## src/include/cpu_defines.svh

```systemverilog
// global widths and sizes: data word, register count, data memory depth
`ifndef CPU_DEFINES_SVH
`define CPU_DEFINES_SVH

// word width, shared by instructions, registers and data memory
`define DATA_W     16

// general purpose registers
// r0 is hardwired to zero, so 15 of these are writable
`define REG_CNT    16

// data memory words, addressed by the low bits of the alu result
`define DMEM_DEPTH 256

`endif

```

## src/rtl/cpu_pkg.sv

```systemverilog
// core types: word and register address, opcode, alu op, condition and fetch state enums; control, flag and writeback structs
`include "cpu_defines.svh"

package cpu_pkg;

	typedef logic [`DATA_W-1:0]          word_t;     // one data or instruction word
	typedef logic [$clog2(`REG_CNT)-1:0] reg_addr_t; // register index

	// instr[15:12]
	typedef enum logic [3:0] {
		ADD  = 4'b0000,
		SUB  = 4'b0001,
		NAND = 4'b0010,
		XOR  = 4'b0011,
		INC  = 4'b0100, // rd = rs + imm4
		SRA  = 4'b0101,
		SRL  = 4'b0110,
		SLL  = 4'b0111,
		LW   = 4'b1000,
		SW   = 4'b1001,
		LHB  = 4'b1010,
		LLB  = 4'b1011,
		B    = 4'b1100,
		CALL = 4'b1101, // no-op in this core
		RET  = 4'b1110, // no-op in this core
		ERR  = 4'b1111  // no-op, or HALT when all ones
	} opcode_e;

	// same encoding as the low three opcode bits
	typedef enum logic [2:0] {
		ALU_ADD  = 3'b000,
		ALU_SUB  = 3'b001,
		ALU_NAND = 3'b010,
		ALU_XOR  = 3'b011,
		ALU_INC  = 3'b100,
		ALU_SRA  = 3'b101,
		ALU_SRL  = 3'b110,
		ALU_SLL  = 3'b111
	} alu_op_e;

	// branch condition, instr[11:9]
	typedef enum logic [2:0] {
		EQ = 3'b000,
		LT = 3'b001,
		GT = 3'b010,
		OV = 3'b011,
		NE = 3'b100,
		GE = 3'b101,
		LE = 3'b110,
		TR = 3'b111 // always taken
	} cond_e;

	typedef enum logic [1:0] {
		FETCH  = 2'b00, // request out
		WAIT   = 2'b01, // waiting on instr_valid
		HALTED = 2'b10
	} fetch_state_e;

	typedef struct packed {
		logic    branch;
		logic    mem_to_reg;   // writeback from data memory
		alu_op_e alu_op;
		logic    alu_src;      // alu b from immediate
		logic    sign_ext_sel; // sign extend imm4
		logic    reg_rt_src;   // port b reads instr[11:8]
		logic    reg_write;
		logic    mem_write;
		logic    mem_read;
		logic    load_half;
		logic    half_spec;    // 0 LHB, 1 LLB
		logic    set_flags;    // ADD through SLL update z n v
	} ctrl_t;

	typedef struct packed {
		logic z;
		logic n;
		logic v;
	} flags_t;

	typedef struct packed {
		reg_addr_t rd;
		word_t     data;
	} wb_t;

endpackage

```

## src/rtl/control_decoder.sv

```systemverilog
// control_decoder: instruction word to control struct, halt detection
`timescale 1ns/100ps
`include "cpu_defines.svh"

module control_decoder import cpu_pkg::*; (
	input  logic [`DATA_W-1:0] instr,
	output ctrl_t              ctrl,
	output logic               halt
);

	opcode_e op;

	assign op   = opcode_e'(instr[15:12]);
	assign halt = &instr; // only 16'hFFFF stops, other ERR words fall through as no-ops

	always_comb begin
		ctrl = '0; // every field not named below stays low
		unique case (op)
			ADD, SUB, NAND, XOR, SRA, SRL, SLL: begin
				ctrl.alu_op    = alu_op_e'(op[2:0]); // alu function is the opcode low bits
				ctrl.reg_write = 1'b1;
				ctrl.set_flags = 1'b1;
			end
			INC: begin
				ctrl.alu_op    = ALU_INC;
				ctrl.alu_src   = 1'b1; // imm4, zero extended
				ctrl.reg_write = 1'b1;
				ctrl.set_flags = 1'b1;
			end
			LW: begin
				ctrl.mem_to_reg   = 1'b1;
				ctrl.alu_op       = ALU_ADD; // address = rs + offset
				ctrl.alu_src      = 1'b1;
				ctrl.sign_ext_sel = 1'b1;
				ctrl.reg_write    = 1'b1;
				ctrl.mem_read     = 1'b1;
			end
			SW: begin
				ctrl.alu_op       = ALU_ADD;
				ctrl.alu_src      = 1'b1;
				ctrl.sign_ext_sel = 1'b1;
				ctrl.reg_rt_src   = 1'b1; // store data comes from instr[11:8]
				ctrl.mem_write    = 1'b1;
			end
			LHB, LLB: begin
				// alu op is overridden by load_half, kept as opcode bits anyway
				ctrl.alu_op     = alu_op_e'(op[2:0]);
				ctrl.reg_rt_src = 1'b1;
				ctrl.reg_write  = 1'b1;
				ctrl.load_half  = 1'b1;
				ctrl.half_spec  = (op == LLB); // low byte replaced for LLB
			end
			B: begin
				ctrl.branch       = 1'b1;
				ctrl.sign_ext_sel = 1'b1; // offset is signed
			end
			CALL, RET, ERR: begin
				ctrl = '0; // no writeback, no store, pc just steps
			end
		endcase
	end

endmodule

```

## config.mk

```make
export PLATFORM = sky130hd
export DESIGN_NAME = control_decoder
export DESIGN_NICKNAME = d
export VERILOG_FILES = /design/src/rtl/cpu_pkg.sv /design/src/rtl/control_decoder.sv
export VERILOG_INCLUDE_DIRS = /design/src /design/src/include
export SDC_FILE = /design/constraint.sdc
export NUM_CORES = 1
export LEC_CHECK = 0
export BUFFER_PORTS_ARGS = -buffer_cell sky130_fd_sc_hd__buf_2
export CELL_PAD_IN_SITES_DETAIL_PLACEMENT = 0
export CELL_PAD_IN_SITES_GLOBAL_PLACEMENT = 1
export CORE_AREA = 2 2 39 41
export DETAILED_ROUTE_END_ITERATION = 8
export DIE_AREA = 0 0 41 43
export PLACE_DENSITY = 0.76
export SLEW_MARGIN = 25
export SYNTH_ARGS = -nofsm -noshare
export SYNTH_HDL_FRONTEND = slang
export SYNTH_SLANG_ARGS = --single-unit
```

## constraint.sdc

```tcl
create_clock -name vclk -period 0.8
set_clock_uncertainty 0.1 [all_clocks]
set_input_delay 0.04 -clock vclk [all_inputs]
set_output_delay 0.04 -clock vclk [all_outputs]
set_load 0.01 [all_outputs]
```

Yosys cells after proc, flatten, opt, wreduce, memory -nomap -nowiden. Cells that the tools add are included.

Muxes and demuxes: 10. Reductions and logical operators: 9. Equality and inequality tests: 12.

Operators with widths (number): $eq 4x4->1 const B (5); $eq 4x3->1 const B (4); $reduce_and 16->1 (1); $reduce_or 11->1 (1); $reduce_or 3->1 (3); $reduce_or 9->1 (1); $eq 4x2->1 const B (2); $mux 1 (8); $reduce_or 8->1 (1); $pmux 3 s2 (1); $eq 4x1->1 const B (1); $logic_not 4->1 (1); $mux 2 (1); $reduce_or 2->1 (1).

Output and inout bits: 15. Flip-flop bits (word level): 0. Input bits: 16.

Longest topological paths before layout.
Depth after elaboration: 3. Gate-level depth with buffers: 3. Gate-level depth less buffers: 2.

Least setup slack after synthesis. Ideal clock, no wire load.

Path kind: input to output. Start: input instr[14]. End: output ctrl[12] (netlist bit). Data required time: 0.660 ns. Data arrival time: 0.764 ns. Buffers on the path: 1. Setup slack: -0.104 ns. Stages on the path: 3. Path through: nand2b_2 nor3_1 buf_4.

RTL lines: start: declaration (RTL line control_decoder.sv:6) `` input logic [`DATA_W-1:0] instr, ``; end: declaration (RTL line control_decoder.sv:7) `output ctrl_t ctrl,`.

==> results.yml <==
synthesis:
  synth-seq-area-share_pct: 0
  synthCells: 27
  ys_warn_count: 0
  synthesis.nets: 43
  avgSynthCellArea_um2: 5.89
  syn_area_um2: 159
  synth_cell_type_count: 18
power:
  p_per_area_nw_per_um2: 461
  ir_drop_v: 0.000105
  internal_power_w: 0.000114
  p_sw_w: 0.0000918
  seqPwrFrac_pct: 0
  comb_power_share_pct: 100.0
  p_clk_share_pct: 0
  leakagePower_nw: 0.240
  p_sw_share_pct: 44.7
finish:
  fin_util_pct: 32.2
  nFillCells: 157
  drive_gt1_share_pct: 77.0
  final_cells: 77
  final_cell_mix: "27 x buf_2, 5 x buf_6, 4 x nand4_1"
  nClkBuffers: 0
  layout_commonest_cell: "buf_2"
  n_antenna_cell: 0
  numSequentialCells: 0
  finalNetCount: 79
  syn2layout_area_growth_pct: 180
  ff_latch_area_um2: 0
run_status:
  status: "finished, violations left"
  violations: "setup timing"
floorplanning:
  ios: 31
  initial_core_util_pct: 11.5
  fp.dieW_um: 41
  dieArea_um2: 1760
  num_rows: 14
  die_y_um: 43
  core-area_um2: 1380
cts:
  post_cts_buffers: 0
  cts_hold_buffers: 0
setup_path:
  required_ns: 0.66
  end_kind: "output pin"
  cp_max_fo: 2
  crit_path_start_kind: "primary input"
  path_class: "primary input to output pin"
  critical_path_arrival_ns: 0.76
global_routing:
  grtUsageTotal_pct: 7.19
  grt_pass1_wl_um: 945
  grt_max_degree: 9
  met3_usage_pct: 0
  top_usage_layer: "met2"
  grt_pass1_vias: 253
  antenna_found_initial: 0
  gr-usage-met2_pct: 14.4
  grt-ovfl-total: 0
  grt.met1_usage_pct: 8.23
sta:
  rsz0062_at_grt: "yes"
  tns_ns: -0.121
  period_share_pct: 113
  slew_violations: 0
  fin_ws_ns: -0.104
  setup_viol: 3
  clock.fmax_mhz: 1110
  hold_viol: 0
  slew-limit-headroom_pct: 88.5
  tightest_slew_ns: 0.171
  post-route-min-period_ns: 0.904
detailed_routing:
  vias: 329
  drtAntennaViolNets: 0
  drt_iter0_drc: 7
  drcViolationCount: 0
  dr.pass1.iters: 4
  routedWlPerCell_um: 8.77
  vias_per_cell: 4.27
  drt_wl_total_um: 675
placement:
  port_buffers: 31
  dp.cells: 77
  globalplace.congestion: 0.700
  dp_worst_setup_slack_ns: -0.151
  dp_hpwl_um: 567
run:
  cap_violations: 0
min_path:
  holdCritPathClass: "primary input to output pin"
## cell usage after synthesis (2+ instances only)
cell type	count	area, um^2
nand4_1	4	25.0
nor2_1	4	15.0
nor2b_1	3	18.8
inv_1	2	7.51
## kinds of logic (layout without fill, tap and decap cells)
group / Yosys count / count (layout) / synth area share [%]
AND/OR/NAND/NOR: 18 / 18 / 66.1
AO/OA/AOI/OAI: 5 / 5 / 21.3
buffers and inverters: 4 / 38 / 12.6
## final timing paths
path	cells after the start	endpoint	slack, ns	start
setup / recovery	4	ctrl[8]	-0.10	instr[15]
hold / removal	3	ctrl[5]	0.25	instr[14]
## power by group through the flow
stage	Combinational [W]	Sequential [W]	Clock, W
2_1_floorplan	0.0000654	0	0
3_3_place_gp	0.000165	0	0
3_5_place_dp	0.000165	0	0
4_1_cts	0.000188	0	0
5_1_grt	0.000225	0	0
6_report	0.000205	0	0
## metal layers
layer	routed length, um	up-vias
met5	0	-
li1	-	164
met1	208	142
met4	0	0
met2	376	23
met3	91	0
## worst max-delay path, stage by stage
cell	delay, ns
buf_2	0.11
or3b_4	0.37
a21oi_2	0.11
buf_2	0.13
## cell type report
cell class,count,area [um^2],share of cell area (%)
Timing Repair Buffer,36,229,51.4
Inverter,2,7.51,1.69
Tap cell,16,20.0,4.49
Multi-Input combinational cell,23,189,42.4
## through the flow
step           hold WS [ns]  area [um^2]  total power (W)
2_1_floorplan        0.0177          170        0.0000654
4_1_cts               0.255          405         0.000188
6_report              0.246          445         0.000205
3_3_place_gp          0.300          370         0.000165
3_5_place_dp          0.299          370         0.000165
5_1_grt               0.263          445         0.000225
## repair_timing
item                                    4_1_cts  5_1_grt
endpoints found under the setup margin        9       10
gates resized for setup                      10       11
pin swaps                                     3        2
No activity file was read; power rests on OpenSTA's default activity.
