File: config.mk
export PLATFORM = sky130hd
export DESIGN_NAME = data_mem
export DESIGN_NICKNAME = d
export VERILOG_FILES = /design/src/rtl/cpu_pkg.sv /design/src/rtl/data_mem.sv
export VERILOG_INCLUDE_DIRS = /design/src /design/src/include
export SDC_FILE = /design/constraint.sdc
export NUM_CORES = 2
export LEC_CHECK = 0
export BUFFER_PORTS_ARGS = -buffer_cell sky130_fd_sc_hd__buf_4
export CORE_ASPECT_RATIO = 0.5
export CORE_MARGIN = 4
export CORE_UTILIZATION = 25
export DETAILED_ROUTE_END_ITERATION = 6
export GPL_TIMING_DRIVEN = 0
export MAX_ROUTING_LAYER = met4
export PLACE_DENSITY = 0.47
export SETUP_SLACK_MARGIN = 0.4
export SYNTH_ARGS = -nofsm -noshare
export SYNTH_HDL_FRONTEND = slang
export SYNTH_SLANG_ARGS = --single-unit
File: constraint.sdc
create_clock -name clk -period 4.7 [get_ports clk]
set_clock_uncertainty 0.1 [all_clocks]
set_input_delay 0.94 -clock clk [delete_from_list [all_inputs] [get_ports clk]]
set_output_delay 0.94 -clock clk [all_outputs]
set_load 0.02 [all_outputs]
File: src/include/cpu_defines.svh
// global widths and sizes: data word, register count, data memory depth
`ifndef CPU_DEFINES_SVH
`define CPU_DEFINES_SVH

// word width, shared by instructions, registers and data memory
`define DATA_W     16

// general purpose registers
// r0 is hardwired to zero, so 15 of these are writable
`define REG_CNT    16

// data memory words, addressed by the low bits of the alu result
`define DMEM_DEPTH 256

`endif

File: src/rtl/cpu_pkg.sv
// core types: word and register address, opcode, alu op, condition and fetch state enums; control, flag and writeback structs
`include "cpu_defines.svh"

package cpu_pkg;

	typedef logic [`DATA_W-1:0]          word_t;     // one data or instruction word
	typedef logic [$clog2(`REG_CNT)-1:0] reg_addr_t; // register index

	// instr[15:12]
	typedef enum logic [3:0] {
		ADD  = 4'b0000,
		SUB  = 4'b0001,
		NAND = 4'b0010,
		XOR  = 4'b0011,
		INC  = 4'b0100, // rd = rs + imm4
		SRA  = 4'b0101,
		SRL  = 4'b0110,
		SLL  = 4'b0111,
		LW   = 4'b1000,
		SW   = 4'b1001,
		LHB  = 4'b1010,
		LLB  = 4'b1011,
		B    = 4'b1100,
		CALL = 4'b1101, // no-op in this core
		RET  = 4'b1110, // no-op in this core
		ERR  = 4'b1111  // no-op, or HALT when all ones
	} opcode_e;

	// same encoding as the low three opcode bits
	typedef enum logic [2:0] {
		ALU_ADD  = 3'b000,
		ALU_SUB  = 3'b001,
		ALU_NAND = 3'b010,
		ALU_XOR  = 3'b011,
		ALU_INC  = 3'b100,
		ALU_SRA  = 3'b101,
		ALU_SRL  = 3'b110,
		ALU_SLL  = 3'b111
	} alu_op_e;

	// branch condition, instr[11:9]
	typedef enum logic [2:0] {
		EQ = 3'b000,
		LT = 3'b001,
		GT = 3'b010,
		OV = 3'b011,
		NE = 3'b100,
		GE = 3'b101,
		LE = 3'b110,
		TR = 3'b111 // always taken
	} cond_e;

	typedef enum logic [1:0] {
		FETCH  = 2'b00, // request out
		WAIT   = 2'b01, // waiting on instr_valid
		HALTED = 2'b10
	} fetch_state_e;

	typedef struct packed {
		logic    branch;
		logic    mem_to_reg;   // writeback from data memory
		alu_op_e alu_op;
		logic    alu_src;      // alu b from immediate
		logic    sign_ext_sel; // sign extend imm4
		logic    reg_rt_src;   // port b reads instr[11:8]
		logic    reg_write;
		logic    mem_write;
		logic    mem_read;
		logic    load_half;
		logic    half_spec;    // 0 LHB, 1 LLB
		logic    set_flags;    // ADD through SLL update z n v
	} ctrl_t;

	typedef struct packed {
		logic z;
		logic n;
		logic v;
	} flags_t;

	typedef struct packed {
		reg_addr_t rd;
		word_t     data;
	} wb_t;

endpackage

File: src/rtl/data_mem.sv
// data_mem: 256-word data memory, async read, write on the clock edge
`timescale 1ns/100ps
`include "cpu_defines.svh"

module data_mem import cpu_pkg::*; (
	input  logic  clk,
	input  logic  wr_en,
	input  word_t addr,
	input  word_t wr_data,
	output word_t rd_data
);

	localparam int AW = $clog2(`DMEM_DEPTH);

	word_t         mem [`DMEM_DEPTH]; // contents undefined until written
	logic [AW-1:0] idx;

	assign idx = addr[AW-1:0]; // upper address bits ignored, addresses wrap

	always_ff @(posedge clk) begin
		if (wr_en) begin
			mem[idx] <= wr_data;
		end
	end

	assign rd_data = mem[idx];

endmodule

### Yosys cells after proc, flatten, opt, wreduce, memory -nomap -nowiden

Memory sizes are Yosys's and may differ from the RTL's.
Index checks and enable logic that the tools add are counted.

* logic and storage cells: 3
* memories kept: 1
* flip-flop bits (word level): 0
* input port bits: 34
* bits in writable memories: 4096
* output and inout port bits: 16

Memory list
* mem: depth 256, bits a word 16, read ports 1, clocked after Yosys merged registers in 0, wr ports 1, line data_mem.sv:15 `` word_t mem [`DMEM_DEPTH]; ``

* multiplexer cells: 2

Operator list (number)
* two-way mux 1 bit: 2

### Depth between registers and ports, before layout

* depth after elaboration: 2
* mapped depth: 10
* gate-level depth less buffers: 5

### Worst setup path before layout

OpenSTA, ideal clock, no wires.

* path type: in2out
* from: input addr[1]
* to: output rd_data[0]
* required time: 3.660 ns
* arrival: 3.053 ns
* cell stages on the path: 9
* slack: 0.607 ns
* path buffers: 4
* cells stage by stage: clkbuf_1 > buf_2 > clkbuf_1 > clkbuf_1 > mux4_2 > a22oi_1 > a21oi_1 > o41ai_1 > nand4_1

* longest elaborated chain between the ends: 1

RTL lines
* start, declared: line data_mem.sv:8 `input word_t addr,`
* memory (256 x 16 bit)
* end, declared: line data_mem.sv:10 `output word_t rd_data`

Every way passes these cells.

### Worst setup path after layout

* from: input addr[0]
* to: output rd_data[1]

Same word-level chain as after synthesis.

==> run summary <==
Status - finished with violations
Failing checks - negative setup slack
Worst VDD drop - 327.7 uV
Combinational share of power - 5.9%
Via count - 78,170
Port bufs - 37
Count of mapped cells out of synthesis - 6,711
Inst Count DP - 15,310
Mean Syn Cell Area - 23.11 sq um
Power density cells - 409.3 nW/um^2
Worst-path clk slew - 70 ps
Layout cells sized above 1 - 37.33%
Worst Path Arrival - 4490 ps
Clk sink count - 4,096
Sequential Power Share - 51.8%
Top cell type's share of synthesized area - 79.31%
Largest family of logic cells by synthesized area - multiplexers
#FFs+latches synth - 4,096
DR WL/cell - 31.15 um
Mapped Area - 155,100 sq um
Setup TNS - -10,820 ps
Area Growth Syn to Fin - 22.39%
Post-Synth XOR/XNOR Area - 0%
HP Class - primary input to flip-flop
Final HPWL DP - 336,700 um
Post-synthesis simple-gate area fraction - 0.9093%
Chip width - 1122 um
Max-Cap Viols - 0
IO Pins - 50
DR iter-0 viols - 10,450
Initial antenna violation count - 30
Fillers - 59,050
Worst-path fanout max - 8
Core Region - 617,900 sq um
Switch Pwr - 17.45 mW
Final GP Congestion - 0.8705
Final instance area - 189,800 sq um
CP startpoint kind - primary input
Synth area leaders - edfxtp_1, mux4_2, a22oi_1
Tot Pwr - 77.69 mW
Via density - 4.838
Die Y - 564.9 um
Leak - 57.03 nW
Root Buffer - clkbuf_16
# setup viols final - 16
Post-Synth Adder-Cell Area - 0%
Clock power frac - 42.3%
DRC viols - 0
FMAX - 180.9 MHz
Max reg flops - 4,096
Number of global-route vias before repair - 77,240
Crit path kind - primary input to output port
Layout Nets - 7,585
Largest Register - mem
RSZ-0062 raised after global routing - yes
CTS Buf Count - 416
# rows - 204
CP required - 3660 ps
Mux share of post-synthesis cell area - 14.87%
Max Root-Sink Buffers - 4
Worst slew margin - 7.742%
Sw Ratio - 22.46%
Final slew viol count - 0
Largest net degree at the start of global routing - 125
Fin worst setup slack - -828.3 ps
Yosys warns - 0
Routed WL - 503,400 um
Post-DRT Antenna Nets - 0
Internal power - 60.25 mW
Tcrit/Tclk final - 117.6%
Worst slew pin tran - 1384 ps
Area taken by multi-input logic gates - 33,310 sq um
Syn_nets - 6,745
Die area - 633,700 sq um
H-Tree Depth - 5
Worst slack, placed - -3407 ps
CTS hold repair buffers - 0
CTS tree - yes
Initial Util - 25.10%
Final Hold Vio Count - 0
Gr ovfl total - 0
DP Area - 172,000 sq um
Total GRT Usage - 15.71%
Largest regs - mem x4096
Final Non-Filler Cells - 16,160
Area leader, netlist - edfxtp_1
Worst Setup End Kind - output port
Pre-antenna DRT Iters - 6
Fin crit period - 5528 ps
Compound-gate portion of the synthesized area - 3.666%
Netlist cell types - 21
Sequential element share of the synthesized area - 79.31%
First-pass GRT wire length - 672,800 um
FF+latch area - 123,000 sq um
## layer usage
metal	GRT usage (%)	vias up	wire length, um
li1	-	30830	-
met1	21.41	43380	211300
met2	24.24	3251	234200
met3	2.681	714	41120
met4	4.726	0	16790
met5	-	-	0
## worst paths after layout
path,startpoint,endpoint,slack [ps],cells past startpoint
worst max-delay path,addr[0],rd_data[1],-830,12
worst min-delay path,wr_data[1],mem[45][1],250,1
## kinds of logic after synthesis
kind of cell | count (synthesis)
AND/OR/NAND/NOR | 338
buffers and inverters | 421
flip-flops | 4096
multiplexers | 1024
AO/OA/AOI/OAI | 832
## final cells by class
type                    count  area share [%]
flip-flops and latches   4096           64.80
multi-input cells        2194           17.55
clock buffers             505           5.739
well taps                8240           5.432
repair buffers            423           3.517
plain buffers             419           1.680
clock inverters           268           1.258
diodes                     13         0.01714
inverters                   1        0.001978
## critical path, cell delays in order
cell and delay [ps]:
buf_12 120, clkbuf_16 200, buf_12 150, clkbuf_16 220
buf_16 170, buf_4 160, mux4_2 520, a22oi_1 370
a21oi_1 320, o41ai_4 360, nand4_1 560, buf_6 340
## through the flow
stage,hold slack (ps),util (%)
floorplan,938.9,-
global placement,1960,26.81
detailed placement,1265,27.84
CTS,176.8,30.36
global route,214.1,30.71
finish,249.3,30.71
## power groups by stage
| stage | Clock, mW | Sequential, mW | Combinational [mW] |
|---|---|---|---|
| after global placement | 0 | 41.1 | 3.93 |
| after global routing | 35.0 | 40.3 | 4.72 |
| after CTS | 33.4 | 40.3 | 4.36 |
| final | 32.8 | 40.3 | 4.57 |
| after floorplan | 0 | 41.1 | 1.77 |
| after detailed placement | 0 | 41.1 | 4.15 |
## synthesized netlist by cell type
cell type,number
nand4_1,16
nor2_1,232
a22oi_1,512
or3_1,1
and2_1,3
edfxtp_1,4096
inv_1,1
nor2b_1,7
buf_2,76
nand2b_1,6
mux4_2,1024
nand3_1,13
a21oi_1,256
buf_4,16
nand2_1,28
buf_6,25
or2_2,2
buf_1,54
o41ai_1,64
clkbuf_1,249
nor3_1,30
## repair_timing
item                                     CTS  global route
setup buffers                              2            55
pin swaps                                 44            91
endpoints found under the setup margin  3321           669
gates resized for setup                  596           434
gates cloned                               0             7
## cell usage in the layout, fill, tap and decap left out, types with 91 or more instances in the layout
cell type / synthesis / layout
clkbuf_1: 249 / 166
buf_8: 0 / 222
clkbuf_16: 0 / 430
clkbuf_2: 0 / 91
nor2_2: 0 / 223
buf_6: 25 / 118
edfxtp_1: 4096 / 4096
a22oi_1: 512 / 378
clkinv_1: 0 / 110
a21oi_2: 0 / 105
a21oi_1: 256 / 114
buf_4: 16 / 92
a22oi_2: 0 / 134
mux4_2: 1024 / 1024
No activity file was read; power rests on OpenSTA's default activity.
