[src/include/cpu_defines.svh]
// global widths and sizes: data word, register count, data memory depth
`ifndef CPU_DEFINES_SVH
`define CPU_DEFINES_SVH

// word width, shared by instructions, registers and data memory
`define DATA_W     16

// general purpose registers
// r0 is hardwired to zero, so 15 of these are writable
`define REG_CNT    16

// data memory words, addressed by the low bits of the alu result
`define DMEM_DEPTH 256

`endif

[src/rtl/cpu_pkg.sv]
// core types: word and register address, opcode, alu op, condition and fetch state enums; control, flag and writeback structs
`include "cpu_defines.svh"

package cpu_pkg;

	typedef logic [`DATA_W-1:0]          word_t;     // one data or instruction word
	typedef logic [$clog2(`REG_CNT)-1:0] reg_addr_t; // register index

	// instr[15:12]
	typedef enum logic [3:0] {
		ADD  = 4'b0000,
		SUB  = 4'b0001,
		NAND = 4'b0010,
		XOR  = 4'b0011,
		INC  = 4'b0100, // rd = rs + imm4
		SRA  = 4'b0101,
		SRL  = 4'b0110,
		SLL  = 4'b0111,
		LW   = 4'b1000,
		SW   = 4'b1001,
		LHB  = 4'b1010,
		LLB  = 4'b1011,
		B    = 4'b1100,
		CALL = 4'b1101, // no-op in this core
		RET  = 4'b1110, // no-op in this core
		ERR  = 4'b1111  // no-op, or HALT when all ones
	} opcode_e;

	// same encoding as the low three opcode bits
	typedef enum logic [2:0] {
		ALU_ADD  = 3'b000,
		ALU_SUB  = 3'b001,
		ALU_NAND = 3'b010,
		ALU_XOR  = 3'b011,
		ALU_INC  = 3'b100,
		ALU_SRA  = 3'b101,
		ALU_SRL  = 3'b110,
		ALU_SLL  = 3'b111
	} alu_op_e;

	// branch condition, instr[11:9]
	typedef enum logic [2:0] {
		EQ = 3'b000,
		LT = 3'b001,
		GT = 3'b010,
		OV = 3'b011,
		NE = 3'b100,
		GE = 3'b101,
		LE = 3'b110,
		TR = 3'b111 // always taken
	} cond_e;

	typedef enum logic [1:0] {
		FETCH  = 2'b00, // request out
		WAIT   = 2'b01, // waiting on instr_valid
		HALTED = 2'b10
	} fetch_state_e;

	typedef struct packed {
		logic    branch;
		logic    mem_to_reg;   // writeback from data memory
		alu_op_e alu_op;
		logic    alu_src;      // alu b from immediate
		logic    sign_ext_sel; // sign extend imm4
		logic    reg_rt_src;   // port b reads instr[11:8]
		logic    reg_write;
		logic    mem_write;
		logic    mem_read;
		logic    load_half;
		logic    half_spec;    // 0 LHB, 1 LLB
		logic    set_flags;    // ADD through SLL update z n v
	} ctrl_t;

	typedef struct packed {
		logic z;
		logic n;
		logic v;
	} flags_t;

	typedef struct packed {
		reg_addr_t rd;
		word_t     data;
	} wb_t;

endpackage

[src/rtl/alu.sv]
// alu: add, sub, nand, xor, inc, shifts and half-byte load, with z n v flags
`timescale 1ns/100ps
`include "cpu_defines.svh"

module alu import cpu_pkg::*; (
	input  alu_op_e    op,
	input  word_t      a,
	input  word_t      b,
	input  logic [7:0] imm8,
	input  logic       load_half,
	input  logic       half_spec,
	output word_t      result,
	output flags_t     flags
);

	localparam int MSB = `DATA_W - 1;

	word_t      sum;
	word_t      diff;
	word_t      fn_out; // function result before the half-load override
	logic [3:0] shamt;  // shifts use the low nibble of b
	logic       ovf;

	assign sum   = a + b;
	assign diff  = a - b;
	assign shamt = b[3:0];

	always_comb begin
		ovf = 1'b0; // only add, inc and sub can set it
		unique case (op)
			ALU_ADD, ALU_INC: begin
				fn_out = sum;
				ovf    = (a[MSB] == b[MSB]) && (sum[MSB] != a[MSB]); // like signs, sign flipped
			end
			ALU_SUB: begin
				fn_out = diff;
				ovf    = (a[MSB] != b[MSB]) && (diff[MSB] != a[MSB]);
			end
			ALU_NAND: fn_out = ~(a & b);
			ALU_XOR:  fn_out = a ^ b;
			ALU_SRA:  fn_out = word_t'($signed(a) >>> shamt); // sign fill
			ALU_SRL:  fn_out = a >> shamt;
			ALU_SLL:  fn_out = a << shamt;
		endcase
	end

	always_comb begin
		if (!load_half) begin
			result = fn_out;
		end else if (half_spec) begin
			result = {a[MSB:8], imm8}; // LLB keeps the high byte
		end else begin
			result = {imm8, a[7:0]}; // LHB keeps the low byte
		end
	end

	assign flags.z = (result == '0);
	assign flags.n = result[MSB];
	assign flags.v = ovf;

endmodule

[config.mk]
export PLATFORM = sky130hd
export DESIGN_NAME = alu
export DESIGN_NICKNAME = d
export VERILOG_FILES = /design/src/rtl/cpu_pkg.sv /design/src/rtl/alu.sv
export VERILOG_INCLUDE_DIRS = /design/src /design/src/include
export SDC_FILE = /design/constraint.sdc
export NUM_CORES = 1
export LEC_CHECK = 0
export CAP_MARGIN = 20
export CORE_MARGIN = 5
export CORE_UTILIZATION = 55
export DETAILED_ROUTE_END_ITERATION = 10
export DONT_BUFFER_PORTS = 1
export PLACE_DENSITY = 0.73
export SLEW_MARGIN = 10
export SYNTH_ARGS = -nofsm -noshare
export SYNTH_HDL_FRONTEND = slang
export SYNTH_SLANG_ARGS = --single-unit
[constraint.sdc]
create_clock -name vclk -period 4.9
set_input_delay 0.98 -clock vclk [all_inputs]
set_output_delay 0.98 -clock vclk [all_outputs]
set_load 0.005 [all_outputs]
# ---- After elaboration in Yosys (flattened, before gate mapping)
# Index checks and enable logic that the tools add are counted.
dict set report word_totals {
  register_bits 0
  latchBits 0
  mem_bits_rw 0
  mem_bits_ro 0
  input_bits 45
  output_inout_bits 19
  memories 0
}
dict set report classes {
  addsub 2
  multipliers 0
  n_div 0
  order_cmp 0
  eq_ne 11
  shift 3
  n_mux 4
  n_bitwise 3
  reduce_logical 5
}
# operator n
set op_table {}
lappend op_table {{$pmux W16 S7} 1}
lappend op_table {{$mux W16} 2}
lappend op_table {{$add A16 B16 Y16} 1}
lappend op_table {{$and A16 B16 Y16} 1}
lappend op_table {{$logic_not A16 Y1} 1}
lappend op_table {{$not A16 Y16} 1}
lappend op_table {{$shl A16 B4 Y16} 1}
lappend op_table {{$shr A16 B4 Y16} 1}
lappend op_table {{$sshr A16 B4 Y16} 1}
lappend op_table {{$sub A16 B16 Y16} 1}
lappend op_table {{$xor A16 B16 Y16} 1}
lappend op_table {{$eq A3 B3 Y1 const B} 4}
lappend op_table {{$eq A3 B2 Y1 const B} 2}
lappend op_table {{$eq A3 B1 Y1 const B} 1}
lappend op_table {{$logic_not A3 Y1} 1}
lappend op_table {{$ne A1 B1 Y1} 3}
lappend op_table {{$logic_and A1 B1 Y1} 2}
lappend op_table {{$pmux W1 S2} 1}
lappend op_table {{$reduce_or A2 Y1} 1}
lappend op_table {{$eq A1 B1 Y1} 1}

# ---- Logic depth before layout (Yosys ltp)
dict set report depth {
  depth_word 5
  ltp_mapped 14
  ltp_nobuf 12
}

# ---- Least setup slack after synthesis
# OpenSTA, ideal clock, no wires.
dict set report synth_timing {
  path_kind {input to output}
  start {input port b[2]}
  end {output port flags[2] (netlist name)}
  arrival_ns 4.111
  t_required_ns 3.920
  setup_slack_ns -0.191
  path_stages 14
  n_path_buf 3
  cell_sequence {clkbuf_1 > inv_2 > buf_1 > ha_1 > clkbuf_1 > nand2b_1 > a221oi_1 > o21ai_0 > nand2b_1 > o221ai_1 > a221oi_1 > a21oi_1 > or4_1 > nor4_2}
}
# item line_no
set synth_rtl {}
lappend synth_rtl {{from (decl)} alu.sv:8} ;# input word_t b,
lappend synth_rtl {{to (decl)} alu.sv:13} ;# output flags_t flags

==> flow_summary.toml <==
[cells_and_area]
syn_to_final_growth_pct = 0.210
design_area_um2 = 4180
fin_nets = 625
multiInputGateArea_um2 = 3800
finish.utilization = 0.571
nClkBuffers = 0
fill_cells = 714
seqCellArea_um2 = 0
layout-drive-gt1-share = 0.101
design.seq.count = 0
stdcell_count = 642
n_antenna_cell = 0

[global_routing]
grt_use_total = 0.303
met2_usage = 0.487
grt_overflow_total = 0
grt_max_degree = 43
top_usage_layer = "met2"
met3_usage = 0.0567
met1_usage = 0.418
grt_pass1_vias = 4441
grt_pass1_wl_mm = 24.1
antenna_found_initial = 0

[synthesis]
synth_area_um2 = 4170
synth_compound_area_frac = 0.311
synth_top_family_by_area = "compound AO/OA/AOI/OAI gates"
synthMuxAreaShare = 0.257
synth_fp_nets = 657
ys_warn_count = 0
synth.area.top_cells = "ha_1 (9.9%), mux4_2 (8.6%), mux2i_1 (8.4%)"
ys_types = 76
synthSimpleGateAreaFrac = 0.206
syn-instance-count = 577
seq_area_frac_synth = 0
synth_fa_ha_area_frac = 0.109
synth_top_cell_by_area = "ha_1"
synthDominantCellAreaShare = 0.0989
synth_xor_area_frac = 0.0252
avgSynthCellArea_um2 = 7.23

[power_and_ir_drop]
clkPwrFrac = 0
swShare = 0.552
peakVddDrop_uv = 44.8
seqPwrFrac = 0
internal-power_mw = 0.193
pwr_density_cell_nw_per_um2 = 103
cellLeakagePower_nw = 1.70
p_sw_mw = 0.238
combPwrFrac = 1.000

[cts]
cts_hold_buf = 0
cts-resized-gates = 0
post_cts_buffers = 0

[placement]
hpwl_mm = 11.6
port_buffers = 0
dpl_cell_area_um2 = 4180
place.gp.congestion = 1.05
dp_cells = 642

[routing]
drtAntennaViolNets = 0
first_pass_iters = 6
drt_drc_violations_left = 0
vias = 4717
drtIter0Drc = 746
post_drt_wl_per_cell_um = 23.5
vias_per_cell = 7.35
wirelength_mm = 15.1

[worst_hold_path]
hp-class = "in2out"
min_to = "result[6]"
hold_path.startpoint = "load_half"
min_path_cells = 1

[floorplan]
die_y_um = 97.1
std_cell_rows = 31
core_region_area_um2 = 7330
die_w_um = 97.1
io_pins = 64
die_area_um2 = 9430
initial_core_util = 0.569

[setup_path]
critPathMaxStageDelay_ns = 0.55
crit_path_max_fanout = 36
critPathSlowestCell = "or4_1"
crit_top_cell = "a21oi_1"
critical_path_arrival_ns = 3.76
crit_required_ns = 3.92
crit_type = "in2out"
path_cells = "inv_2, ha_1, nor2b_1, o31ai_1, nand2_1, a21oi_1, o221ai_1, a221oi_1, a21oi_1, or4_1, nor4_2"
critical_path.top_delay_family = "compound AO/OA/AOI/OAI gates"
critical_path_buf_inv_count = 1
startpoint = "b[2]"
cp-end-kind = "output port"
setup.worst_path.start_class = "input port"

[job]
drv_cap = 0

[timing]
timing.fmax_ghz = 0.211
min_period_ns = 4.74
worst_pin_slew_ns = 0.909
maxSlewViolCount = 0
rsz0062_at_grt = "no"
slew-limit-headroom = 0.392
timing.final.crit_share = 0.967
hold_violations = 0
setup_viol = 0
fin_tns_setup_ns = 0
hold_ws_ns = 2.06

[outcome]
status = "finished, final reports clean"
[synthesized netlist by cell type, types with 5 or more instances]
| library cell | number |
|---|---|
| nand2_1 | 51 |
| nor2b_1 | 7 |
| nor2_1 | 43 |
| xnor2_1 | 9 |
| buf_1 | 8 |
| a31oi_1 | 7 |
| buf_2 | 10 |
| a211oi_1 | 7 |
| ha_1 | 33 |
| mux4_1 | 6 |
| o211ai_1 | 10 |
| or3_1 | 7 |
| mux2_2 | 16 |
| a221oi_1 | 9 |
| inv_1 | 38 |
| o21a_1 | 8 |
| nand2b_1 | 9 |
| a21oi_1 | 49 |
| clkbuf_1 | 24 |
| o221ai_1 | 5 |
| nand3_1 | 13 |
| mux2i_1 | 35 |
| nor3_1 | 13 |
| o31ai_1 | 13 |
| a21o_1 | 8 |
| mux4_2 | 16 |
| and2_1 | 5 |
| o21ai_0 | 30 |
[kinds of logic (layout without fill, tap and decap cells)]
group / count (synthesis) / after routing
mux: 75 / 75
compound gates: 192 / 192
buf+inv: 89 / 55
xor+xnor: 12 / 12
simple gates: 174 / 174
fa+ha+maj: 35 / 35
[area by class of cell]
class | count | area share
tap | 99 | 0.0296
inverter | 41 | 0.0368
multi-input combinational | 488 | 0.908
timing repair buffer | 14 | 0.0251
[cell usage in the layout (no fill, tap or decap), types with 9 or more instances in the layout]
cell type	n
a21oi_1	49
buf_4	14
nand2b_1	9
inv_1	38
nor2_1	43
ha_1	33
nor3_1	13
mux2i_1	35
mux2_2	16
nand3_1	13
o21ai_0	30
o31ai_1	13
mux4_2	16
nand2_1	51
xnor2_1	9
o211ai_1	10
[metal layers]
metal / vias to the layer above / part of all wire / wire length [um]
met5: - / 0 / 0
li1: 2126 / - / -
met1: 2199 / 0.39 / 5940
met3: 56 / 0.13 / 1940
met2: 336 / 0.44 / 6700
met4: 0 / 0.034 / 520
[worst max-delay path by stage]
stage,end,slack (ns),cells past startpoint
after CTS,flags[2],0.20,11
after floorplan,flags[2],0.02,14
after global placement,flags[2],0.22,11
after global routing,flags[2],0.01,11
final,flags[2],0.16,11
after detailed placement,flags[2],0.21,11
[power groups by stage]
stage	clock network [mW]	logic (mW)	registers [mW]
after global routing	0	0.467	0
final	0	0.431	0
after floorplan	0	0.357	0
after CTS	0	0.420	0
after global placement	0	0.417	0
after detailed placement	0	0.418	0
[per-stage QoR]
stage	setup slack (ns)	power, mW
6_report	0.161	0.431
5_1_grt	0.0139	0.467
4_1_cts	0.198	0.420
3_5_place_dp	0.209	0.418
3_3_place_gp	0.224	0.417
2_1_floorplan	0.0227	0.357
No activity file was read; power rests on OpenSTA's default activity.
