**config.mk**
```make
export PLATFORM = sky130hd
export DESIGN_NAME = reg_file
export DESIGN_NICKNAME = d
export VERILOG_FILES = /design/src/rtl/cpu_pkg.sv /design/src/rtl/reg_file.sv
export VERILOG_INCLUDE_DIRS = /design/src /design/src/include
export SDC_FILE = /design/constraint.sdc
export NUM_CORES = 1
export LEC_CHECK = 0
export ABC_CLOCK_PERIOD_IN_PS = 1800
export BUFFER_PORTS_ARGS = -buffer_cell sky130_fd_sc_hd__buf_2
export CAP_MARGIN = 20
export CORE_MARGIN = 2
export CORE_UTILIZATION = 55
export DETAILED_ROUTE_END_ITERATION = 10
export PLACE_DENSITY = 0.84
export SLEW_MARGIN = 10
export SYNTH_ARGS = -nofsm -noshare
export SYNTH_HDL_FRONTEND = slang
export SYNTH_SLANG_ARGS = --single-unit
```
**constraint.sdc**
```tcl
create_clock -name clk -period 1.8 [get_ports clk]
set_input_delay 0.18 -clock clk [delete_from_list [all_inputs] [get_ports clk]]
set_output_delay 0.18 -clock clk [all_outputs]
set_load 0.02 [all_outputs]
```
**src/include/cpu_defines.svh**
```systemverilog
// global widths and sizes: data word, register count, data memory depth
`ifndef CPU_DEFINES_SVH
`define CPU_DEFINES_SVH

// word width, shared by instructions, registers and data memory
`define DATA_W     16

// general purpose registers
// r0 is hardwired to zero, so 15 of these are writable
`define REG_CNT    16

// data memory words, addressed by the low bits of the alu result
`define DMEM_DEPTH 256

`endif

```
**src/rtl/cpu_pkg.sv**
```systemverilog
// core types: word and register address, opcode, alu op, condition and fetch state enums; control, flag and writeback structs
`include "cpu_defines.svh"

package cpu_pkg;

	typedef logic [`DATA_W-1:0]          word_t;     // one data or instruction word
	typedef logic [$clog2(`REG_CNT)-1:0] reg_addr_t; // register index

	// instr[15:12]
	typedef enum logic [3:0] {
		ADD  = 4'b0000,
		SUB  = 4'b0001,
		NAND = 4'b0010,
		XOR  = 4'b0011,
		INC  = 4'b0100, // rd = rs + imm4
		SRA  = 4'b0101,
		SRL  = 4'b0110,
		SLL  = 4'b0111,
		LW   = 4'b1000,
		SW   = 4'b1001,
		LHB  = 4'b1010,
		LLB  = 4'b1011,
		B    = 4'b1100,
		CALL = 4'b1101, // no-op in this core
		RET  = 4'b1110, // no-op in this core
		ERR  = 4'b1111  // no-op, or HALT when all ones
	} opcode_e;

	// same encoding as the low three opcode bits
	typedef enum logic [2:0] {
		ALU_ADD  = 3'b000,
		ALU_SUB  = 3'b001,
		ALU_NAND = 3'b010,
		ALU_XOR  = 3'b011,
		ALU_INC  = 3'b100,
		ALU_SRA  = 3'b101,
		ALU_SRL  = 3'b110,
		ALU_SLL  = 3'b111
	} alu_op_e;

	// branch condition, instr[11:9]
	typedef enum logic [2:0] {
		EQ = 3'b000,
		LT = 3'b001,
		GT = 3'b010,
		OV = 3'b011,
		NE = 3'b100,
		GE = 3'b101,
		LE = 3'b110,
		TR = 3'b111 // always taken
	} cond_e;

	typedef enum logic [1:0] {
		FETCH  = 2'b00, // request out
		WAIT   = 2'b01, // waiting on instr_valid
		HALTED = 2'b10
	} fetch_state_e;

	typedef struct packed {
		logic    branch;
		logic    mem_to_reg;   // writeback from data memory
		alu_op_e alu_op;
		logic    alu_src;      // alu b from immediate
		logic    sign_ext_sel; // sign extend imm4
		logic    reg_rt_src;   // port b reads instr[11:8]
		logic    reg_write;
		logic    mem_write;
		logic    mem_read;
		logic    load_half;
		logic    half_spec;    // 0 LHB, 1 LLB
		logic    set_flags;    // ADD through SLL update z n v
	} ctrl_t;

	typedef struct packed {
		logic z;
		logic n;
		logic v;
	} flags_t;

	typedef struct packed {
		reg_addr_t rd;
		word_t     data;
	} wb_t;

endpackage

```
**src/rtl/reg_file.sv**
```systemverilog
// reg_file: 16 x 16-bit registers, two async read ports, one clocked write port, r0 reads zero
`timescale 1ns/100ps
`include "cpu_defines.svh"

module reg_file import cpu_pkg::*; (
	input  logic      clk,
	input  logic      rst_n,
	input  reg_addr_t rd_addr_a,
	input  reg_addr_t rd_addr_b,
	output word_t     rd_data_a,
	output word_t     rd_data_b,
	input  logic      wr_en,
	input  reg_addr_t wr_addr,
	input  word_t     wr_data
);

	word_t regs [`REG_CNT]; // entry 0 is never written

	always_ff @(posedge clk or negedge rst_n) begin
		if (!rst_n) begin
			for (int i = 0; i < `REG_CNT; i++) begin
				regs[i] <= '0;
			end
		end else if (wr_en && (wr_addr != '0)) begin // r0 writes dropped
			regs[wr_addr] <= wr_data;
		end
	end

	// reads see the old value during a write cycle
	assign rd_data_a = (rd_addr_a == '0) ? '0 : regs[rd_addr_a];
	assign rd_data_b = (rd_addr_b == '0) ? '0 : regs[rd_addr_b];

endmodule

```
-- After elaboration in Yosys (flattened, before gate mapping)
Cells that the tools add are included.
- output and inout bits: 32
- register bits: 256
- input bits: 31
- bitwise gates (word level): 3
- reductions and logical operators: 5
- mux-type cells: 11
- $lt $le $gt $ge: 4
- operators by type and width (kind ; count):
    bitwise mux 256 bit ; 1
    binary-select mux 16 bit (select 4 bit) ; 2
    two-way mux 16 bit ; 7
    demux 16 bit (select 4 bit) ; 1
    greater-or-equal comparator 5 bit (second input constant) ; 3
    inverter 4 -> 5 bit ; 3
    zero test 4 bit ; 2
    < comparator 5 x 1 -> 1 bit (second input constant) ; 1
    nonzero test 4 bit ; 1
    logical AND 1 bit ; 2

-- Logic depth before layout (Yosys ltp)
Gate-level depths: netlist of the first run.
- depth in word-level cells: 6
- mapped depth: 7
- gate-level depth less buffers: 4

-- Least setup slack after synthesis of the first run
OpenSTA, ideal clock, no wires.
- kind: input to output
- start: in rd_addr_b[1]
- end: out rd_data_b[13]
- stages: 7
- setup slack: 45 ps
- buffers on the path: 3
- data arrival time: 1575 ps
- cell sequence: buf_2 -> buf_6 -> buf_2 -> mux2i_1 -> nor2_1 -> a2111oi_0 -> a21oi_1
- longest elaborated chain between the ends: 5
- elaborated cells between the ends (all ways): 6
- those cells by class: 4 x mux; 1 x bitwise; 1 x reduce/logical
- RTL lines (item ; RTL line ; text):
    from (decl) ; reg_file.sv:9 ; input reg_addr_t rd_addr_b,
    inverter 4 -> 5 bit (not written as such) ; reg_file.sv:31 ; assign rd_data_b = (rd_addr_b == '0) ? '0 : regs[rd_addr_b];
    binary-select mux 16 bit (select 4 bit) ; reg_file.sv:31 ;
    two-way mux 16 bit (not written as such) (2 in series) ; reg_file.sv:31 ;
    two-way mux 16 bit * ; reg_file.sv:31 ;
    to (decl) ; reg_file.sv:11 ; output word_t rd_data_b,
Every way passes the cells marked *; elsewhere a longest branch is shown, timed or not. The select of a mux whose other input is x is not followed.

-- Worst setup path after layout of the first run
- start: reg regs[5] (netlist name)
- end: out rd_data_b[5]
- longest elaborated chain between the ends: 4
- RTL lines (item ; RTL line ; text):
    from (decl) ; reg_file.sv:17 ; word_t regs [`REG_CNT];
    from (signal, indexed assignment) ; reg_file.sv:25 ; regs[wr_addr] <= wr_data;
    binary-select mux 16 bit (select 4 bit) ; reg_file.sv:31 ;
    two-way mux 16 bit (not written as such) (2 in series) ; reg_file.sv:31 ;
    two-way mux 16 bit ; reg_file.sv:31 ;
No other way between the ends. The select of a mux whose other input is x is not followed.

==> flow_summary.ini, run 1 <==
[run_status]
status = complete, but fails checks
violations = negative setup slack

[clocking]
insertion_delay_ps = 520
cts_buffers = 25
cts_tree = built
cts_root_buf = clkbuf_16
cts_num_sinks = 241
clk_pin_slew_ps = 60
ctsLongestPathBuffers = 3
h-tree-depth = 1

[finish]
regMostFlops = regs
largest_reg_flops = 241
post_route_cells_drive_above_1_share_pct = 60.63
stdcell_area_sq_mm = 0.01616
top_regs = regs: 241 flops
area_growth_pct = 24.39
finalNetCount = 1096

[worst_setup_path]
worstSetupStartpoint = regs[5]$_DFFE_PN0P_
crit_fanout = 3
arrival_ps = 2020
crit_path_max_incr_delay_ps = 490
reg2reg_slack_ps = 750
worstPathCellList = mux4_2 -> mux2i_2 -> a21oi_2 -> buf_4
criticalPathCategory = register to output pin
timing.rr.start = regs[92]$_DFFE_PN0P_
end_kind = output pin
slowest_stage = mux4_2
path_buf_inv = 1
critPathRequiredTime_ps = 1620
cp_top_family = multiplexers
start_kind = register

[synthesis]
yosysTopAreaCellShare_pct = 46.43
synthArstFlopShare_pct = 100.0
ys_ff_latch = 241
syn_area_per_cell_sq_um = 14.13
synth.cell_area_sq_mm = 0.01299
yosysSeqAreaShare_pct = 46.43
postSynthCellCount = 919
synthDistinctLibCells = 34
synthTopCellsByCount = mux2_2, dfrtp_1, mux2i_1
ys_top_cells_by_area = dfrtp_1, mux2_2, mux4_2
yosysMostFrequentCell = mux2_2
synth_nets = 950
yosysTopAreaCell = dfrtp_1
synth_edf_count = 0
synth_ff_type = dfrtp_1
ys_warn_count = 0

[grt]
grt_overflow_total = 0
grt_pass1_vias = 9628
grt_usage_pct = 30.06
grt_pass1_wl_mm = 56.33
grt_max_degree = 58
antenna_found_initial = 1

[power_and_ir_drop]
irDropWorstVdd_mv = 0.7265
internal-power_mw = 13.16
leakagePower_nw = 6.990
power.switching_mw = 5.589
power_frac_comb_pct = 27.2
p_clk_share_pct = 31.1
p_seq_share_pct = 41.7
power_switching_share_pct = 29.81
power.density_mw_per_mm2 = 1160

[placement]
dpl_worst_slack_ps = -205.5
port_buffers = 62
place_area_sq_mm = 0.01440
dp.final_hpwl_mm = 23.55
gp_congestion = 0.8984

[timing]
setup_violations = 32
grt_setup_unrepaired = true
finalCritPeriodShare_pct = 122.1
maxSlewViolCount = 0
skew_ps = 0
relSlewSlack_pct = 66.70
period_minus_slack_ps = 2198
hold_viol = 0
timing_worst_slew_pin_value_ps = 499.5
layout_setup_ws_ps = -398.2
fmax_mhz = 454.9

[die]
ios = 63
die_area_sq_mm = 0.02486
core-area_sq_mm = 0.02333
die_h_um = 157.7
start_util_pct = 55.67
fp-row-count = 56
die_x_um = 157.7

[drt]
avgRoutedWirePerCell_um = 28.29
ant_nets = 0
vias_per_cell = 6.889
first_iter_violations = 1030
drtPass1Iterations = 5
drc = 0
routed_wl_mm = 39.67
via_count = 9658

[worst_hold_path]
hold_class = input port to register
min_from = wr_data[14]

[flow_run]
cap_violations = 0
-- metrics by stage --
stage	hold WS [ps]	total power [mW]	util, %	instances	TNS (ps)
2_1_floorplan	-115.6	10.41	-	919	0
3_3_place_gp	138.0	11.57	61.71	1323	-1332
3_5_place_dp	138.0	11.83	61.71	1323	-1467
4_1_cts	44.98	17.96	67.24	1383	-9428
5_1_grt	68.50	19.30	69.24	1401	-11020
6_report	60.71	18.75	69.25	1402	-9948
-- area by class of cell --
type                       instances  area, sq um
clock inverter                    19        287.8
inverter                           1        3.754
fill                            1369         7174
tap                              319        399.1
antenna                            1        2.502
sequential                       241         6031
clock buffer                      25        625.6
timing repair buffer             206         1896
multi-input combinational        590         6913
-- what timing repair did --
item                                    CTS  global route
endpoints found under the setup margin   32            32
resized for setup                        80            78
hold endpoints to repair                 95             0
hold buffers                              1             0
buffers inserted                         17            18
pin swaps                                35            32
-- power groups by stage --
stage / sequential (mW) / clock, mW / combinational, mW
floorplan: 7.37 / 0 / 3.04
global placement: 7.65 / 0 / 3.92
detailed placement: 7.76 / 0 / 4.07
CTS: 7.67 / 5.80 / 4.49
global route: 7.89 / 6.07 / 5.35
finish: 7.81 / 5.84 / 5.10
-- worst min-delay path: cells and delay by family --
kind | cells | cell delay, ps
buffers and inverters | 1 | 190
and+or+nand+nor | 1 | 100
AOI/OAI and AO/OA | 1 | 80
-- layout by cell type (no fill, tap or decap), drive strengths merged, types with 3 or more instances in the layout --
cell        n
o22ai      14
a21oi      47
o21ai       3
a221o      15
clkbuf     25
mux4       67
nand3b      3
a2111oi    14
a22oi      16
mux2      255
clkinvlp    4
nand2b      5
buf       205
dfrtp     241
clkinv      8
or3         3
nand2       5
nor2       24
mux2i     107
bufinv      7
-- per-layer routing --
metal  track usage, %  up-vias  wire [um]
met5                0        -          0
met4            14.37        0       2395
met3            5.311      200       3706
met2            47.41      688      18720
met1            40.74     4947      14850
li1                 -     3823          -
-- final timing paths --
check,end,depth (start not counted)
max,rd_data_b[5],4
min,regs[174]$_DFFE_PN0P_,3
max reg2reg,regs[92]$_DFFE_PN0P_,3
min reg2reg,regs[254]$_DFFE_PN0P_,0
max in group asynchronous,regs[122]$_DFFE_PN0P_,3
min in group asynchronous,regs[50]$_DFFE_PN0P_,2
-- cell families (layout without fill, tap and decap cells) --
family,count (synthesis),in the layout,share of synthesized area [%]
AO/OA/AOI/OAI,113,113,5.847
buffers and inverters,88,251,3.660
flip-flops,241,241,46.43
multiplexers,429,429,42.08
other,0,1,0
AND/OR/NAND/NOR,48,48,1.984
Power figures use the tool's default switching activity.
==> inputs of run 2 (changes only) <==
CORE_UTILIZATION = 33   (was 55)
PLACE_DENSITY = 0.59   (was 0.84)
==> run 2 against run 1 <==
  * The run still ends with negative setup slack left
  * Sequential cell count did not move
  * Via count fell by 8.9%
  * Routed wire length fell by 2.3%
  * Clock power rose by 3%
  * Critical path depth rose by 1
  * Clock skew did not move
  * Critical path type unchanged
  * Critical endpoint is now rd_data_b[14]
  * Largest power group unchanged
==> flow_summary.ini, run 2 (synthesis gave the netlist of run 1 again) <==
[grt]
grt_max_degree = 57
antenna_found_initial = 1
grt_pass1_wl_mm = 59.60
grt_pass1_vias = 9366
grt_usage_pct = 18.94
grt_overflow_total = 0

[clocking]
cts_root_buf = clkbuf_16
ctsLongestPathBuffers = 3
cts_tree = built
cts_buffers = 27
insertion_delay_ps = 530
clk_pin_slew_ps = 60
h-tree-depth = 1
cts_num_sinks = 241

[flow_run]
cap_violations = 0

[worst_setup_path]
critPathRequiredTime_ps = 1620
reg2reg_depth = 3
arrival_ps = 2000
crit_path_max_incr_delay_ps = 490
start_kind = register
crit_fanout = 3
worstPathCellList = mux4_2 -> mux2_4 -> nand2_4 -> o31ai_4 -> buf_6
slowest_stage = mux4_2
criticalPathCategory = register to output pin
end_kind = output pin

[power_and_ir_drop]
power_frac_comb_pct = 27.6
internal-power_mw = 13.43
power.density_mw_per_mm2 = 1129
leakagePower_nw = 7.059
power_switching_share_pct = 28.90
p_total_mw = 18.89
power.switching_mw = 5.458
p_clk_share_pct = 31.7
irDropWorstVdd_mv = 0.7175
p_seq_share_pct = 40.7

[finish]
area_growth_pct = 28.79
multi_input_area_sq_mm = 0.007099
top_regs = regs: 241 flops
final_common_cell = mux2_2
fillerInstances = 3516
regMostFlops = regs
post-route-util_pct = 43.19
largest_reg_flops = 241
stdcell_area_sq_mm = 0.01673
regArea_sq_mm = 0.006031
stdcell_count = 1609
post_route_cells_drive_above_1_share_pct = 61.93
finalNetCount = 1101
final_cell_mix = mux2_2, dfrtp_1, buf_4

[placement]
dp.final_hpwl_mm = 26.15
gp_congestion = 0.7967
place_area_sq_mm = 0.01470
placedCellCount = 1527
port_buffers = 62

[timing]
skew_ps = 0
setup_violations = 32
layout_setup_ws_ps = -377.4
hold_viol = 0
grt_setup_unrepaired = true
fmax_mhz = 459.3
finalCritPeriodShare_pct = 121.0
setup_tns_ps = -8930
maxSlewViolCount = 0
period_minus_slack_ps = 2177
relSlewSlack_pct = 67.52
timing_worst_slew_pin_value_ps = 486.2

[drt]
via_count = 8802
drc = 0
drtPass1Iterations = 5
routed_wl_mm = 38.77
avgRoutedWirePerCell_um = 24.09
first_iter_violations = 559
vias_per_cell = 5.470
ant_nets = 0

[die]
die_x_um = 202.4
start_util_pct = 33.53
ios = 63
die_area_sq_mm = 0.04097
fp-row-count = 72
core-area_sq_mm = 0.03874
die_h_um = 202.4

[worst_hold_path]
hold_class = input port to register
min_path_cells = 3

[run_status]
violations = negative setup slack
status = complete, but fails checks
[run 2: path summary, 6_finish.rpt]
check | from | end | slack, ps
worst max-delay path | regs[14]$_DFFE_PN0P_ | rd_data_b[14] | -380
min in group asynchronous | rst_n | regs[123]$_DFFE_PN0P_ | 150
worst min register to register | regs[254]$_DFFE_PN0P_ | regs[254]$_DFFE_PN0P_ | 380
max in group asynchronous | rst_n | regs[176]$_DFFE_PN0P_ | 1010
worst min-delay path | wr_data[14] | regs[174]$_DFFE_PN0P_ | 40
worst max register to register | regs[217]$_DFFE_PN0P_ | regs[217]$_DFFE_PN0P_ | 760
[run 2: through the flow]
step	worst slack, ps	hold slack, ps
after floorplan	45.33	-115.6
after global placement	-511.6	105.7
after detailed placement	-485.7	106.6
after CTS	-397.9	28.08
after global routing	-422.5	82.52
final	-377.4	43.95
[run 2: power groups by stage]
stage / sequential, mW / combinational (mW) / clock (mW)
after floorplan: 7.37 / 3.04 / 0
after global placement: 7.68 / 4.08 / 0
after detailed placement: 7.73 / 4.17 / 0
after CTS: 7.63 / 5.00 / 6.12
after global routing: 7.83 / 5.58 / 6.32
final: 7.68 / 5.22 / 5.99
[run 2: routing by layer]
| layer | track usage [%] | wire length, um |
|---|---|---|
| met2 | 32.38 | 19370 |
| met4 | 5.422 | 1025 |
| met3 | 2.064 | 1506 |
| met5 | 0 | 0 |
| met1 | 25.47 | 16860 |
[run 2: worst max-delay path: cells and delay by family (launching register included)]
kind                   cells  cell delay, ps
buffers and inverters      1             140
and+or+nand+nor            1              70
AOI/OAI and AO/OA          1              70
muxes                      2             780
DFF                        1             410
[run 2: what timing repair did]
action,4_1_cts,5_1_grt
resized for setup,156,45
setup buffers,34,3
endpoints found under the hold margin,241,0
gates cloned,0,0
pin swaps,43,30
setup endpoints to repair,32,32
hold buffers,1,0
[run 2: layout make-up]
cell class,instances,share of cell area (%)
Tap cell,518,3.874
Multi-Input combinational cell,590,42.44
Sequential cell,241,36.05
Clock buffer,35,4.517
Antenna cell,1,0.01496
Timing Repair Buffer,209,11.84
Clock inverter,14,1.249
Inverter,1,0.02244
